--- src/hdl/dram_pkg.sv ---
/*
 * Widths, latency and AXI channel types shared by the DRAM subsystem.
 * Only single-beat transfers exist, so no len, size or burst fields are carried.
 * The SoC and the DRAM sides use the same data width.
 */
package dram_pkg;

  ////////////////////////////////////////
  // Widths and timing
  ////////////////////////////////////////

  localparam int unsigned SocIdWidth    = 6;
  localparam int unsigned DramIdWidth   = 4;
  localparam int unsigned AddrWidth     = 32;
  // Controller decodes only these byte address bits, so it aliases every 4 KiB
  localparam int unsigned DramAddrWidth = 12;
  localparam int unsigned DataWidth     = 64;
  localparam int unsigned StrbWidth     = DataWidth / 8;
  localparam int unsigned ByteOffWidth  = $clog2(StrbWidth);
  localparam int unsigned WordIdxWidth  = DramAddrWidth - ByteOffWidth;
  localparam int unsigned MemWords      = 2 ** WordIdxWidth;
  localparam int unsigned DramLatency   = 4;
  localparam int unsigned LatCntWidth   = $clog2(DramLatency + 1);

  localparam logic [1:0] RespOkay   = 2'b00;
  localparam logic [1:0] RespSlverr = 2'b10;

  ////////////////////////////////////////
  // AXI channels
  ////////////////////////////////////////

  typedef struct packed {
    logic [SocIdWidth-1:0] id;
    logic [AddrWidth-1:0]  addr;
  } aw_chan_t;

  typedef struct packed {
    logic [SocIdWidth-1:0] id;
    logic [AddrWidth-1:0]  addr;
  } ar_chan_t;

  typedef struct packed {
    logic [DataWidth-1:0] data;
    logic [StrbWidth-1:0] strb;
    logic                 last;
  } w_chan_t;

  typedef struct packed {
    logic [SocIdWidth-1:0] id;
    logic [1:0]            resp;
  } b_chan_t;

  typedef struct packed {
    logic [SocIdWidth-1:0] id;
    logic [DataWidth-1:0]  data;
    logic [1:0]            resp;
    logic                  last;
  } r_chan_t;

  // Requester to responder
  typedef struct packed {
    aw_chan_t aw;
    logic     aw_valid;
    w_chan_t  w;
    logic     w_valid;
    ar_chan_t ar;
    logic     ar_valid;
    logic     b_ready;
    logic     r_ready;
  } axi_req_t;

  // Responder to requester
  typedef struct packed {
    logic    aw_ready;
    logic    w_ready;
    logic    ar_ready;
    b_chan_t b;
    logic    b_valid;
    r_chan_t r;
    logic    r_valid;
  } axi_rsp_t;

endpackage
--- src/hdl/id_narrower.sv ---
/*
 * Narrows AW/AR IDs to DramIdWidth bits and restores the full ID on B/R.
 * At most one write and one read may be outstanding, which keeps the saved ID
 * matched to the returning response. Forward path is combinational.
 */
`timescale 1ns/1ps

module id_narrower import dram_pkg::*; (
  input  logic     soc_clk_i,
  input  logic     rst_n_i,
  input  axi_req_t slv_req_i,
  output axi_rsp_t slv_rsp_o,
  output axi_req_t mst_req_o,
  input  axi_rsp_t mst_rsp_i
);

  logic                  aw_pend_q;
  logic                  ar_pend_q;
  logic [SocIdWidth-1:0] aw_id_q;
  logic [SocIdWidth-1:0] ar_id_q;
  logic                  aw_hs;
  logic                  ar_hs;
  logic                  b_hs;
  logic                  r_hs;

  // Low ID bits go downstream, upper bits forced to zero
  always_comb begin
    mst_req_o                            = slv_req_i;
    mst_req_o.aw.id                      = '0;
    mst_req_o.aw.id[DramIdWidth-1:0]     = slv_req_i.aw.id[DramIdWidth-1:0];
    mst_req_o.ar.id                      = '0;
    mst_req_o.ar.id[DramIdWidth-1:0]     = slv_req_i.ar.id[DramIdWidth-1:0];
    mst_req_o.aw_valid                   = slv_req_i.aw_valid & ~aw_pend_q;
    mst_req_o.ar_valid                   = slv_req_i.ar_valid & ~ar_pend_q;
  end

  always_comb begin
    slv_rsp_o          = mst_rsp_i;
    slv_rsp_o.b.id     = aw_id_q;
    slv_rsp_o.r.id     = ar_id_q;
    slv_rsp_o.aw_ready = mst_rsp_i.aw_ready & ~aw_pend_q;
    slv_rsp_o.ar_ready = mst_rsp_i.ar_ready & ~ar_pend_q;
  end

  assign aw_hs = slv_req_i.aw_valid & slv_rsp_o.aw_ready;
  assign ar_hs = slv_req_i.ar_valid & slv_rsp_o.ar_ready;
  assign b_hs  = mst_rsp_i.b_valid & slv_req_i.b_ready;
  assign r_hs  = mst_rsp_i.r_valid & slv_req_i.r_ready;

  // Pending flags, held from request handshake to response handshake
  always_ff @(posedge soc_clk_i) begin
    if (!rst_n_i) begin
      aw_pend_q <= 1'b0;
      ar_pend_q <= 1'b0;
    end else begin
      if (aw_hs) aw_pend_q <= 1'b1;
      else if (b_hs) aw_pend_q <= 1'b0;
      if (ar_hs) ar_pend_q <= 1'b1;
      else if (r_hs) ar_pend_q <= 1'b0;
    end
  end

  always_ff @(posedge soc_clk_i) begin
    if (aw_hs) aw_id_q <= slv_req_i.aw.id;
    if (ar_hs) ar_id_q <= slv_req_i.ar.id;
  end

endmodule

--- config.mk ---
export PLATFORM = sky130hd
export DESIGN_NAME = id_narrower
export DESIGN_NICKNAME = d
export VERILOG_FILES = /design/src/hdl/dram_pkg.sv /design/src/hdl/id_narrower.sv
export SDC_FILE = /design/constraint.sdc
export NUM_CORES = 1
export LEC_CHECK = 0
export BUFFER_PORTS_ARGS = -buffer_cell sky130_fd_sc_hd__buf_2
export CAP_MARGIN = 15
export CORE_AREA = 2 2 188 190
export DETAILED_ROUTE_END_ITERATION = 10
export DIE_AREA = 0 0 190 192
export PLACE_DENSITY = 0.34
export SLEW_MARGIN = 20
export SYNTH_ARGS = -nofsm -noshare
export SYNTH_HDL_FRONTEND = slang
export SYNTH_SLANG_ARGS = --single-unit
--- constraint.sdc ---
create_clock -name soc_clk_i -period 1 [get_ports soc_clk_i]
set_input_delay 0.05 -clock soc_clk_i [delete_from_list [all_inputs] [get_ports soc_clk_i]]
set_output_delay 0.05 -clock soc_clk_i [all_outputs]
set_load 0.05 [all_outputs]
==> reports/qor.yml <==
critical_path:
  critPathCaptureType: "output port"
  worstPathArrival_ns: 0.96
  rrSetupSlack_ns: 0.08
  cp_data_required_time_ns: 0.95
  crit_fanout: 3
  worstSetupPathType: "reg -> out"
  worstReg2RegStart: "ar_pend_q"
  reg2reg_depth: 2
  cp-start-kind: "register"
  rr_endpoint: "ar_id_q[4]"
flow_run:
  max_cap_viol_count: 0
cts:
  clockBufferDepth: 2
  cts_buffers: 3
  cts.clk_slew.worst_paths_ns: 0.04
  clock_sinks: 14
  cts.root.buffer_cell: "clkbuf_16"
  cts_tree: "built"
  insertion_delay_ns: 0.24
  htreeDepth: 1
synthesis:
  yosysMostFrequentCell: "buf_4"
  synthFlopType: "edfxtp_1"
  ys_seq_elements: 14
  yosys.area.top_type: "buf_4"
  synth_edf_count: 12
  synthCells: 250
  netlist.area_leader.share_pct: 77.7
  async_flop_share_pct: 0
  synth_cell_types: 10
  syn_area_per_cell_um2: 8.66
  yosys-top-cells-count: "buf_4 (224), edfxtp_1 (12)"
  syn_area_um2: 2160
  synthTopCellsByArea: "buf_4 (78%), edfxtp_1 (17%), dfxtp_1 (1.8%), a311oi_1 (0.81%), and2b_2 (0.81%)"
  synth-seq-area-share_pct: 18.5
  ys.warnings.count: 0
placement:
  numPortBuffers: 49
  gp_congestion: 0.585
drt:
  post_drt_wl_per_cell_um: 13.3
  via_per_inst: 1.56
  vias: 852
  finalWirelength_um: 7300
  drt-pass1-iter-count: 3
  drc: 0
  first_iter_violations: 31
  ant_nets: 0
power:
  ir_drop_mv: 0.826
  power_density_nw_per_um2: 1200
  finalPower_mw: 1.85
  p_leak_nw: 0.472
outcome:
  status: "finished with violations"
  violations: "negative setup slack"
sta:
  period_needed_ns: 1.01
  drv_slew: 0
  min_period_over_period_pct: 101
  rsz0062_at_grt: "true"
  hold_slack_ns: 0.00458
  setup-violations-final: 3
  hold_violations: 0
  fin_ws_ns: -0.0106
  fmaxAchievable_mhz: 990
  fin_skew_ns: 0.000177
global_route:
  grt_overflow_total: 0
  antenna_found_initial: 0
  grt_usage_pct: 3.50
  grt_pass1_wl_um: 8110
  grt_max_degree: 8
  grt_pass1_vias: 879
die:
  start_util_pct: 6.31
  die_area_um2: 36500
  fp.dieW_um: 190
  placementRows: 68
  die_h_um: 192
  pin_count: 482
  core_area_um2: 34300
min_path:
  hold_class: "in -> reg"
  hold_start: "slv_req_i[36]"
  holdPathStages: 1
  hold_end: "ar_id_q[1]"
layout:
  final_layout_size_suffix_gt1_share_pct: 67.4
  num-fill-cells: 4066
  nets: 336
  n_antenna_cell: 0
  seq_area_um2: 405
  multi_input_area_um2: 105
  syn_to_final_growth_pct: -29.1
## through the flow
stage	setup TNS [ns]	utilization (%)	setup slack (ns)	std cells	area (um^2)
global route	-0.109	4.47	-0.0432	547	1530
floorplan	-1.95	-	-0.163	253	2190
CTS	-0.0434	4.41	-0.0240	546	1510
detailed placement	0	3.87	0.0851	533	1330
global placement	0	3.87	0.0828	533	1330
finish	-0.0181	4.47	-0.0106	547	1530
## worst max-delay path, cell delays in order (launching register included)
cell	delay (ns)
dfxtp_2	0.35
and2b_2	0.22
buf_6	0.15
## cell families after synthesis
logic type      share of synthesized area [%]
buf+inv                                  77.9
compound gates                           1.27
flops                                    18.5
other cells                             0.173
simple gates                             2.20
## cells in the final DEF (no fill, tap or decap), types with 2 or more instances in the layout
cell,n
buf_4,4
buf_2,42
a21oi_1,2
and2_4,2
buf_6,2
conb_1,4
clkbuf_4,3
a311oi_1,2
nor2b_4,2
clkbuf_16,3
edfxtp_1,12
and2b_2,2
dlygate4sd3_1,9
## cell type report
type | instances | share of cell area, %
tap | 455 | 37.1
sequential | 14 | 26.4
timing repair buffer | 60 | 24.5
multi-input combinational | 14 | 6.85
clock buffer | 3 | 4.89
inverter | 1 | 0.245
## sequential cells by signal (all words and copies together), names as in the netlist
name       count
ar_pend_q      1
aw_id_q        6
ar_id_q        6
aw_pend_q      1
## metal layers
layer | global-route usage [%] | share of wire [%] | vias up
met5 | 0 | 0 | -
met3 | 5.10 | 34 | 93
met1 | 0.825 | 11 | 276
met4 | 4.41 | 11 | 0
li1 | - | - | 224
met2 | 5.61 | 45 | 259
## where the power goes
part	internal [mW]	total [mW]	switching (mW)
clock network	0.520	0.721	0.201
logic	0.135	0.445	0.310
registers	0.668	0.679	0.0108
## repair_timing
action,4_1_cts,5_1_grt
setup buffers,2,0
hold endpoints to repair,8,1
endpoints found under the setup margin,4,6
hold buffers,8,1
pin swaps,0,0
gates resized for setup,5,6
## worst max-delay path by stage
stage | to | slack (ns) | startpoint
after CTS | slv_rsp_o[85] | -0.02 | aw_pend_q
after global placement | ar_id_q[2] | 0.08 | ar_pend_q
final | slv_rsp_o[85] | -0.01 | aw_pend_q
after floorplan | ar_id_q[0] | -0.16 | ar_pend_q
after detailed placement | aw_id_q[4] | 0.09 | aw_pend_q
after global routing | slv_rsp_o[85] | -0.04 | aw_pend_q
No activity file was read; power rests on OpenSTA's default activity.
