===== src/hdl/dram_pkg.sv =====
/*
 * Widths, latency and AXI channel types shared by the DRAM subsystem.
 * Only single-beat transfers exist, so no len, size or burst fields are carried.
 * The SoC and the DRAM sides use the same data width.
 */
package dram_pkg;

  ////////////////////////////////////////
  // Widths and timing
  ////////////////////////////////////////

  localparam int unsigned SocIdWidth    = 6;
  localparam int unsigned DramIdWidth   = 4;
  localparam int unsigned AddrWidth     = 32;
  // Controller decodes only these byte address bits, so it aliases every 4 KiB
  localparam int unsigned DramAddrWidth = 12;
  localparam int unsigned DataWidth     = 64;
  localparam int unsigned StrbWidth     = DataWidth / 8;
  localparam int unsigned ByteOffWidth  = $clog2(StrbWidth);
  localparam int unsigned WordIdxWidth  = DramAddrWidth - ByteOffWidth;
  localparam int unsigned MemWords      = 2 ** WordIdxWidth;
  localparam int unsigned DramLatency   = 4;
  localparam int unsigned LatCntWidth   = $clog2(DramLatency + 1);

  localparam logic [1:0] RespOkay   = 2'b00;
  localparam logic [1:0] RespSlverr = 2'b10;

  ////////////////////////////////////////
  // AXI channels
  ////////////////////////////////////////

  typedef struct packed {
    logic [SocIdWidth-1:0] id;
    logic [AddrWidth-1:0]  addr;
  } aw_chan_t;

  typedef struct packed {
    logic [SocIdWidth-1:0] id;
    logic [AddrWidth-1:0]  addr;
  } ar_chan_t;

  typedef struct packed {
    logic [DataWidth-1:0] data;
    logic [StrbWidth-1:0] strb;
    logic                 last;
  } w_chan_t;

  typedef struct packed {
    logic [SocIdWidth-1:0] id;
    logic [1:0]            resp;
  } b_chan_t;

  typedef struct packed {
    logic [SocIdWidth-1:0] id;
    logic [DataWidth-1:0]  data;
    logic [1:0]            resp;
    logic                  last;
  } r_chan_t;

  // Requester to responder
  typedef struct packed {
    aw_chan_t aw;
    logic     aw_valid;
    w_chan_t  w;
    logic     w_valid;
    ar_chan_t ar;
    logic     ar_valid;
    logic     b_ready;
    logic     r_ready;
  } axi_req_t;

  // Responder to requester
  typedef struct packed {
    logic    aw_ready;
    logic    w_ready;
    logic    ar_ready;
    b_chan_t b;
    logic    b_valid;
    r_chan_t r;
    logic    r_valid;
  } axi_rsp_t;

endpackage

===== src/hdl/axi_cut.sv =====
/*
 * Register cut on all five AXI channels.
 * Breaks every combinational path between the slave and master ports.
 */
`timescale 1ns/1ps

module axi_cut import dram_pkg::*; (
  input  logic     soc_clk_i,
  input  logic     rst_n_i,
  input  axi_req_t slv_req_i,
  output axi_rsp_t slv_rsp_o,
  output axi_req_t mst_req_o,
  input  axi_rsp_t mst_rsp_i
);

  ////////////////////////////////////////
  // Request channels
  ////////////////////////////////////////

  axi_spill_reg #(.payload_t(aw_chan_t)) i_spill_aw (
    .clk_i   (soc_clk_i),
    .rst_n_i (rst_n_i),
    .valid_i (slv_req_i.aw_valid),
    .ready_o (slv_rsp_o.aw_ready),
    .data_i  (slv_req_i.aw),
    .valid_o (mst_req_o.aw_valid),
    .ready_i (mst_rsp_i.aw_ready),
    .data_o  (mst_req_o.aw)
  );

  axi_spill_reg #(.payload_t(w_chan_t)) i_spill_w (
    .clk_i   (soc_clk_i),
    .rst_n_i (rst_n_i),
    .valid_i (slv_req_i.w_valid),
    .ready_o (slv_rsp_o.w_ready),
    .data_i  (slv_req_i.w),
    .valid_o (mst_req_o.w_valid),
    .ready_i (mst_rsp_i.w_ready),
    .data_o  (mst_req_o.w)
  );

  axi_spill_reg #(.payload_t(ar_chan_t)) i_spill_ar (
    .clk_i   (soc_clk_i),
    .rst_n_i (rst_n_i),
    .valid_i (slv_req_i.ar_valid),
    .ready_o (slv_rsp_o.ar_ready),
    .data_i  (slv_req_i.ar),
    .valid_o (mst_req_o.ar_valid),
    .ready_i (mst_rsp_i.ar_ready),
    .data_o  (mst_req_o.ar)
  );

  ////////////////////////////////////////
  // Response channels
  ////////////////////////////////////////

  axi_spill_reg #(.payload_t(b_chan_t)) i_spill_b (
    .clk_i   (soc_clk_i),
    .rst_n_i (rst_n_i),
    .valid_i (mst_rsp_i.b_valid),
    .ready_o (mst_req_o.b_ready),
    .data_i  (mst_rsp_i.b),
    .valid_o (slv_rsp_o.b_valid),
    .ready_i (slv_req_i.b_ready),
    .data_o  (slv_rsp_o.b)
  );

  axi_spill_reg #(.payload_t(r_chan_t)) i_spill_r (
    .clk_i   (soc_clk_i),
    .rst_n_i (rst_n_i),
    .valid_i (mst_rsp_i.r_valid),
    .ready_o (mst_req_o.r_ready),
    .data_i  (mst_rsp_i.r),
    .valid_o (slv_rsp_o.r_valid),
    .ready_i (slv_req_i.r_ready),
    .data_o  (slv_rsp_o.r)
  );

endmodule


===== src/hdl/axi_spill_reg.sv =====
/*
 * Two-entry spill register for one valid/ready channel.
 * Output valid follows an input handshake by one cycle, with full throughput.
 * Payload registers have no reset, only the fill flags do.
 */
`timescale 1ns/1ps

module axi_spill_reg #(
  parameter type payload_t = logic
) (
  input  logic     clk_i,
  input  logic     rst_n_i,
  input  logic     valid_i,
  output logic     ready_o,
  input  payload_t data_i,
  output logic     valid_o,
  input  logic     ready_i,
  output payload_t data_o
);

  payload_t a_data_q;
  payload_t b_data_q;
  logic     a_full_q;
  logic     b_full_q;
  logic     a_fill;
  logic     a_drain;
  logic     b_fill;
  logic     b_drain;

  // Slot A takes new data, slot B holds the older entry under back-pressure
  assign a_fill  = valid_i & ready_o;
  assign a_drain = a_full_q & ~b_full_q;
  assign b_fill  = a_drain & ~ready_i;
  assign b_drain = b_full_q & ready_i;

  always_ff @(posedge clk_i) begin
    if (!rst_n_i) begin
      a_full_q <= 1'b0;
      b_full_q <= 1'b0;
    end else begin
      if (a_fill || a_drain) a_full_q <= a_fill;
      if (b_fill || b_drain) b_full_q <= b_fill;
    end
  end

  always_ff @(posedge clk_i) begin
    if (a_fill) a_data_q <= data_i;
    if (b_fill) b_data_q <= a_data_q;
  end

  // B is always older than A when both are full
  assign ready_o = ~a_full_q | ~b_full_q;
  assign valid_o = a_full_q | b_full_q;
  assign data_o  = b_full_q ? b_data_q : a_data_q;

endmodule


===== config.mk =====
export PLATFORM = sky130hd
export DESIGN_NAME = axi_cut
export DESIGN_NICKNAME = d
export VERILOG_FILES = /design/src/hdl/dram_pkg.sv /design/src/hdl/axi_cut.sv /design/src/hdl/axi_spill_reg.sv
export SDC_FILE = /design/constraint.sdc
export NUM_CORES = 1
export LEC_CHECK = 0
export BUFFER_PORTS_ARGS = -buffer_cell sky130_fd_sc_hd__buf_2
export CAP_MARGIN = 5
export CORE_UTILIZATION = 47
export CTS_CLUSTER_SIZE = 14
export DETAILED_ROUTE_END_ITERATION = 10
export PLACE_DENSITY = 0.76
export SYNTH_ARGS = -nofsm -noshare
export SYNTH_HDL_FRONTEND = slang
export SYNTH_SLANG_ARGS = --single-unit

===== constraint.sdc =====
create_clock -name soc_clk_i -period 6.85 [get_ports soc_clk_i]
set_clock_uncertainty 0.1 [all_clocks]
set_input_delay 1.37 -clock soc_clk_i [delete_from_list [all_inputs] [get_ports soc_clk_i]]
set_output_delay 1.37 -clock soc_clk_i [all_outputs]
set_load 0.02 [all_outputs]

==> impl_metrics.tcl, run 1 <==
set metrics [dict create \
    status "completed" \
    dp_hpwl_mm 25.69 \
    clk_pin_slew_ps 60 \
    synth_edf_count 460 \
    synth_top_area_frac 0.7977 \
    cp.arrival_ps 2470 \
    route.detailed.drc 0 \
    cts-hold-fix-buffers 0 \
    hp-class "reg2reg" \
    yosysMostFrequentCell "edfxtp_1" \
    cap_viol_max_count 0 \
    end_kind "output port" \
    fin_crit_sh 0.5747 \
    clock-root-buffer "clkbuf_16" \
    yosys_warnings 0 \
    drt_wl_total_mm 37.03 \
    ir_drop_uv 213.6 \
    crit_fanout 47 \
    synth_top_area_cell "edfxtp_1" \
    syn-num-nets 1016 \
    row_count 69 \
    ys.flop_type "edfxtp_1" \
    path_class "reg2out" \
    die_height_um 193.9 \
    slew_headroom 0.2049 \
    p_per_area_nw_per_um2 300.2 \
    maxSlewViolCount 0 \
    ctsLongestPathBuffers 3 \
    reg2regPathDepth 2 \
    syn_inst 774 \
    yosysSeqAreaShare 0.8093 \
    leakage_nw 8.288 \
    cts.sinks 470 \
    syn_avg_cell_area_um2 22.37 \
    drive_gt1_frac 0.6123 \
    grt_pass1_vias 9328 \
    rsz0062_at_grt "false" \
    area_growth_pct 25.68 \
    overflow 0 \
    fp.dieW_um 193.9 \
    ys_top_cells_by_area "edfxtp_1, mux2_2, mux2_4" \
    tightest_slew_ps 1193 \
    core_um2 35910 \
    nets 1517 \
    wire_per_inst_um 20.79 \
    io_pins 482 \
    r2r_end "i_spill_ar.b_data_q[31]$_DFFE_PP_" \
    min_period_ps 3937 \
    viasPerCell 5.019 \
    gp_congestion 0.8091 \
    fmax_mhz 254.0 \
    syn_area_um2 17320 \
    antenna_found_initial 8 \
    dieArea_um2 37610 \
    first_iter_violations 398 \
    yosys-top-cells-count "edfxtp_1, mux2_2, mux2_4, buf_2" \
    start_kind "flip-flop" \
    reg2reg_from "i_spill_ar.b_full_q$_SDFFE_PN0P_" \
    reg2reg_slack_ps 4420 \
    holdPathEnd "i_spill_ar.b_data_q[28]$_DFFE_PP_" \
    tritoncts "yes" \
    grt_pass1_wl_mm 55.20 \
    synth_cell_type_count 15 \
    vias 8939 \
    hold_ws_ps 339.1 \
    synth_seq_cells 470 \
    ant_nets 0 \
    cts_setup_buffers 0 \
    holdPathStages 0 \
    async_reset_ff_frac 0 \
    grt_max_degree 78 \
    track_usage 0.1946 \
    numPortBuffers 481 \
    setup_viol 0 \
    tns_ps 0 \
    start_util 0.4821 \
    htree_levels 2 \
    cts_inserted_buffers 47 \
    final_util 0.6059 \
    cts_resized 0 \
    holdCritStartpoint "i_spill_ar.a_data_q[28]$_DFFE_PP_" \
    hold_viol 0 \
    drt_pass1_iterations 5 \
    cp_data_required_time_ps 5380 \
    clock_latency_ps 560 \
]
## cell type report
| class | count | area [µm²] |
|---|---|---|
| diodes | 7 | 17.52 |
| clock buffers | 55 | 1249 |
| clock inverters | 32 | 356.6 |
| fillers | 2611 | 14150 |
| multi-input cells | 265 | 3057 |
| flip-flops and latches | 470 | 14020 |
| well taps | 461 | 576.8 |
| repair buffers | 491 | 2482 |
## worst max path at each step
| stage | startpoint | to | slack [ps] | cells past startpoint |
|---|---|---|---|---|
| 6_report | i_spill_r.b_full_q$_SDFFE_PN0P_ | slv_rsp_o[37] | 2910 | 3 |
| 3_3_place_gp | i_spill_r.b_full_q$_SDFFE_PN0P_ | slv_rsp_o[37] | 3560 | 3 |
| 3_5_place_dp | i_spill_r.b_full_q$_SDFFE_PN0P_ | slv_rsp_o[73] | 3480 | 3 |
| 5_1_grt | i_spill_r.b_full_q$_SDFFE_PN0P_ | slv_rsp_o[29] | 2760 | 3 |
| 4_1_cts | i_spill_r.b_full_q$_SDFFE_PN0P_ | slv_rsp_o[9] | 2850 | 3 |
| 2_1_floorplan | slv_req_i[0] | i_spill_r.b_data_q[0]$_DFFE_PP_ | 2060 | 1 |
## routing by layer
layer  up-vias  global-route usage  wire (µm)
li1       4066                   -          -
met1      4388              0.2345      14370
met2       399              0.3228      18280
met3        84             0.05914       3031
met4         2             0.08936       1341
met5         -                   0         13
## power by group
part | switching (mW) | internal, mW
registers | 0.0691 | 3.31
clock network | 1.06 | 1.60
logic | 0.281 | 0.215
## cell families after synthesis
| family | count (synthesis) | synth area share |
|---|---|---|
| flops | 470 | 0.8093 |
| mux | 230 | 0.1617 |
| buf+inv | 39 | 0.01633 |
| simple gates | 30 | 0.01120 |
| compound gates | 5 | 0.001445 |
## registers in the layout, summed over array words and instances, names as in the netlist, 8 cells and up
name	flops
i_spill_r.a_data_q	73
i_spill_ar.b_data_q	38
i_spill_ar.a_data_q	38
i_spill_aw.a_data_q	38
i_spill_b.b_data_q	8
i_spill_b.a_data_q	8
i_spill_r.b_data_q	73
i_spill_w.b_data_q	73
i_spill_w.a_data_q	73
i_spill_aw.b_data_q	38
## critical path, cell delays in order (launching register included)
cell and delay [ps]:
dfxtp_4 690, buf_4 600, mux2_2 410, buf_2 160
## per-stage QoR
stage	power [mW]	area (µm²)	instances	setup slack (ps)
global route	6.741	21760	1779	2756
finish	6.533	21760	1781	2913
detailed placement	3.936	20140	1687	3477
global placement	3.920	20140	1687	3562
CTS	6.605	21740	1774	2850
floorplan	3.718	17330	774	2064
## cells in the final DEF, fill, tap and decap left out
cell type	synthesis	routed
buf_2	19	481
and3b_1	5	5
clkinv_1	0	11
buf_4	10	10
or2_1	2	2
dfxtp_2	0	2
edfxtp_1	460	460
mux2_4	56	56
or2_2	3	3
nor3b_4	0	2
and2_1	5	3
clkbuf_16	0	49
diode_2	0	7
clkinvlp_4	0	4
dfxtp_1	10	6
dfxtp_4	0	2
nor2b_1	5	5
and2_4	0	2
a21oi_1	5	5
nor3b_2	0	2
nand2_1	5	5
clkbuf_1	0	6
clkinv_2	0	9
bufinv_16	0	8
nor3b_1	5	1
mux2_2	174	174
No activity file was read; power rests on OpenSTA's default activity.
==> run 2: changes to the inputs <==
Clock period 6.85 ns to 3.6 ns, I/O delays scaled along.
==> impl_metrics.tcl, run 2 (synthesis results as in run 1) <==
set metrics [dict create \
    gp_congestion 0.8479 \
    layout_common_cells "buf_2, edfxtp_1, mux2_2, mux2_4, clkbuf_16" \
    reg2reg_from "i_spill_ar.b_full_q$_SDFFE_PN0P_" \
    fin_crit_sh 0.9086 \
    cts.sinks 470 \
    p_clk_frac 0.387 \
    hold_viol 0 \
    fp.dieW_um 193.9 \
    cp.arrival_ps 2450 \
    clock_latency_ps 570 \
    tightest_slew_ps 1195 \
    status "completed" \
    clk_pin_slew_ps 60 \
    dp_hpwl_mm 25.38 \
    worstSetupStartpoint "i_spill_r.b_full_q$_SDFFE_PN0P_" \
    cap_viol_max_count 0 \
    combPwrFrac 0.079 \
    io_pins 482 \
    area_growth_pct 25.04 \
    grt_pass1_vias 9207 \
    fmax_mhz 305.7 \
    wire_per_inst_um 20.74 \
    die_height_um 193.9 \
    start_kind "flip-flop" \
    p_total_mw 12.03 \
    rsz0062_at_grt "false" \
    final_util 0.6028 \
    viasPerCell 4.996 \
    crit_fanout 70 \
    setup_viol 0 \
    internal-power_mw 9.373 \
    htree_levels 2 \
    dieArea_um2 37610 \
    cp_data_required_time_ps 2780 \
    vias 8908 \
    track_usage 0.1931 \
    max_stage_delay_ps 1050 \
    p_per_area_nw_per_um2 555.4 \
    end_kind "output port" \
    ctsLongestPathBuffers 3 \
    crit_buf_inv 2 \
    nets 1517 \
    final.fill_count 2609 \
    hp-class "in2reg" \
    numPortBuffers 481 \
    antenna_found_initial 10 \
    ir_drop_uv 424.5 \
    clock-root-buffer "clkbuf_16" \
    hold_ws_ps 224.8 \
    grt_pass1_wl_mm 54.81 \
    row_count 69 \
    seqPwrFrac 0.534 \
    cpLargestDelayFamily "flip-flops" \
    final_common_cell "buf_2" \
    dp_cells 1687 \
    regArea_um2 14020 \
    core_um2 35910 \
    path_class "reg2out" \
    min_period_ps 3271 \
    maxSlewViolCount 0 \
    cp_slowest_cell "dfxtp_4" \
    switching_share 0.2206 \
    drt_wl_total_mm 36.98 \
    tritoncts "yes" \
    ant_nets 0 \
    cts-hold-fix-buffers 0 \
    slew_headroom 0.2032 \
    route.detailed.drc 0 \
    drive_gt1_frac 0.6065 \
    multiInputGateArea_um2 3069 \
    grt_max_degree 78 \
    cts_setup_buffers 0 \
    cts_inserted_buffers 47 \
    finalNonFillerCells 1783 \
    drt_pass1_iterations 4 \
    leakage_nw 8.230 \
    tns_ps 0 \
    crit_chain "buf_4 -> mux2_4 -> buf_2" \
    start_util 0.4821 \
    holdCritStartpoint "slv_req_i[135]" \
    switching_power_mw 2.653 \
    first_iter_violations 358 \
    overflow 0 \
    cts_resized 0 \
]
## run 2: power by group through the flow
stage / registers [mW] / logic [mW] / clock network [mW]
3_5_place_dp: 6.55 / 0.948 / 0
6_report: 6.43 / 0.946 / 4.65
3_3_place_gp: 6.52 / 0.942 / 0
4_1_cts: 6.43 / 0.956 / 4.79
2_1_floorplan: 6.47 / 0.604 / 0
5_1_grt: 6.46 / 0.998 / 4.98
## run 2: layout make-up
cell class,count,area share
timing repair buffer,491,0.1152
clock inverter,28,0.01017
tap,461,0.02664
multi-input combinational,265,0.1418
sequential,470,0.6477
antenna,8,0.0009246
clock buffer,60,0.05756
## run 2: stage by stage
step | instance area, µm² | setup WS (ps)
floorplan | 17350 | 484.9
global placement | 20160 | 907.4
detailed placement | 20160 | 883.4
CTS | 21630 | 254.4
global route | 21650 | 204.6
finish | 21650 | 329.2
## run 2: layer usage
layer,global-route usage,up-vias,share of wire
li1,-,4075,-
met2,0.3182,389,0.50
met4,0.09730,2,0.033
met1,0.2298,4365,0.38
met5,0,-,0.00035
met3,0.06036,77,0.081
## run 2: worst paths after layout
| path | to | slack, ps | cells after the start |
|---|---|---|---|
| max | slv_rsp_o[39] | 330 | 3 |
| min | i_spill_aw.a_data_q[19]$_DFFE_PP_ | 220 | 1 |
| max reg2reg | i_spill_ar.a_data_q[29]$_DFFE_PP_ | 1170 | 3 |
| min reg2reg | i_spill_ar.b_data_q[13]$_DFFE_PP_ | 340 | 0 |
==> run 3: changes to the inputs <==
Settings changed: CORE_AREA from default to 2 2 187 189, CORE_UTILIZATION 47 to default, DIE_AREA from default to 0 0 189 191, PLACE_DENSITY 0.76 to 0.79, SYNTH_HIERARCHICAL from default to 1.
Clock period 3.6 ns to 4.2 ns, I/O delays scaled along.
==> impl_metrics.tcl, run 3 <==
set metrics [dict create \
    path_class "reg2out" \
    vias 9080 \
    final_util 0.6427 \
    reg2regPathDepth 3 \
    cts_resized 0 \
    final_cell_area_um2 21930 \
    ys.flop_type "edfxtp_1" \
    hp-class "reg2reg" \
    syn_inst 764 \
    synth_edf_count 460 \
    synth_top_area_cell "edfxtp_1" \
    reg2reg_slack_ps 1920 \
    synth_seq_cells 470 \
    overflow 0 \
    clk_pin_slew_ps 60 \
    tightest_slew_ps 948.6 \
    end_kind "output port" \
    gp_congestion 0.8445 \
    first_iter_violations 570 \
    core_um2 34120 \
    ys_top_cells_by_area "edfxtp_1, mux2_4, mux2_2" \
    syn_area_um2 17700 \
    synth_cell_type_count 16 \
    crit_fanout 60 \
    maxSlewViolCount 0 \
    crit_chain "buf_4 -> mux2_2 -> buf_2" \
    numPortBuffers 481 \
    leakage_nw 8.500 \
    rsz0062_at_grt "false" \
    row_count 68 \
    yosysSeqAreaShare 0.7916 \
    final_common_cell "buf_2" \
    dieArea_um2 36100 \
    syn_avg_cell_area_um2 23.17 \
    cts-hold-fix-buffers 0 \
    dp_cells 1684 \
    cts_inserted_buffers 47 \
    async_reset_ff_frac 0 \
    final.fill_count 2354 \
    placed_area_um2 20510 \
    hold_viol 0 \
    syn-num-nets 1006 \
    fmax_mhz 290.6 \
    yosysMostFrequentCell "edfxtp_1" \
    start_util 0.5188 \
    wire_per_inst_um 21.02 \
    cp_data_required_time_ps 3260 \
    slew_headroom 0.3676 \
    track_usage 0.1982 \
    cp.arrival_ps 2500 \
    nets 1520 \
    ctsLongestPathBuffers 3 \
    synth_top_area_frac 0.7803 \
    grt_max_degree 62 \
    ant_nets 0 \
    status "completed" \
    p_total_mw 10.22 \
    cts_setup_buffers 0 \
    die_height_um 191 \
    antenna_found_initial 9 \
    fin_crit_sh 0.8194 \
    io_pins 482 \
    drt_pass1_iterations 5 \
    grt_pass1_wl_mm 54.29 \
    ir_drop_uv 334.7 \
    yosys-top-cells-count "edfxtp_1, mux2_4, mux2_2, buf_6, dfxtp_1" \
    cts.sinks 470 \
    clock_latency_ps 560 \
    grt_pass1_vias 9318 \
    setup_viol 0 \
    drive_gt1_frac 0.6110 \
    max_stage_delay_ps 940 \
    route.detailed.drc 0 \
    layout_common_cells "buf_2, edfxtp_1, mux2_4, mux2_2, clkbuf_16" \
    fp.dieW_um 189 \
    dp_hpwl_mm 25.73 \
    p_per_area_nw_per_um2 466.2 \
    clock-root-buffer "clkbuf_16" \
    tns_ps 0 \
    area_growth_pct 23.87 \
    holdPathStages 0 \
    min_period_ps 3441 \
    tritoncts "yes" \
    start_kind "flip-flop" \
    drt_wl_total_mm 37.23 \
    finalNonFillerCells 1771 \
    yosys_warnings 6 \
    cap_viol_max_count 0 \
    htree_levels 2 \
    cp_slowest_cell "dfxtp_4" \
    viasPerCell 5.127 \
]
[run 3: cell count changes after synthesis, moves of 2 or more]
| cell | change |
|---|---|
| or2_2 | -3 |
| buf_12 | +8 |
| buf_4 | -10 |
| mux2_2 | -84 |
| buf_6 | +3 |
| or2_4 | +2 |
| mux2_4 | +84 |
| buf_2 | -11 |
[run 3: critical path, delay by kind of cell (launching register included)]
| kind | cells | cell delay [ps] |
|---|---|---|
| buf+inv | 2 | 590 |
| flops | 1 | 940 |
| mux | 1 | 380 |
[run 3: area by class of cell]
type / count / area [µm²] / area share
multi-input cells: 265 / 3397 / 0.1549
clock buffers: 65 / 1296 / 0.05912
well taps: 455 / 569.3 / 0.02596
repair buffers: 494 / 2517 / 0.1148
clock inverters: 17 / 111.4 / 0.005078
diodes: 5 / 12.51 / 0.0005706
flip-flops and latches: 470 / 14020 / 0.6395
[run 3: cell families after synthesis]
kind of cell	share of synthesized area
buffers and inverters	0.01958
DFF	0.7916
and+or+nand+nor	0.01138
muxes	0.1760
AOI/OAI and AO/OA	0.001413
[run 3: path summary, 6_finish.rpt]
path	from	end
setup / recovery	i_spill_r/b_full_q$_SDFFE_PN0P_	slv_rsp_o[2]
hold / removal	i_spill_r/a_data_q[20]$_DFFE_PP_	i_spill_r/b_data_q[20]$_DFFE_PP_
setup reg to reg	i_spill_w/b_full_q$_SDFFE_PN0P_	i_spill_w/a_data_q[54]$_DFFE_PP_
hold reg to reg	i_spill_r/a_data_q[20]$_DFFE_PP_	i_spill_r/b_data_q[20]$_DFFE_PP_
[run 3: metrics by stage]
| step | hold WS, ps | setup slack [ps] |
|---|---|---|
| after global routing | 322.8 | 620.6 |
| after detailed placement | 330.9 | 1331 |
| after global placement | 324.0 | 1357 |
| final | 342.1 | 758.6 |
| after CTS | 319.5 | 729.2 |
| after floorplan | 322.2 | 964.9 |
[run 3: routing by layer]
| layer | vias up | share of wire | wire [µm] | GRT usage |
|---|---|---|---|---|
| li1 | 4057 | - | - | - |
| met1 | 4509 | 0.39 | 14660 | 0.2497 |
| met2 | 438 | 0.49 | 18310 | 0.3263 |
| met3 | 70 | 0.085 | 3173 | 0.05948 |
| met4 | 6 | 0.028 | 1038 | 0.07332 |
| met5 | - | 0.0012 | 43 | 0 |
[run 3: power breakdown]
| part | leakage [nW] | switching (mW) | internal, mW |
|---|---|---|---|
| Combinational | 3.37 | 0.468 | 0.386 |
| Sequential | 4.44 | 0.117 | 5.39 |
| Clock | 0.684 | 1.65 | 2.21 |
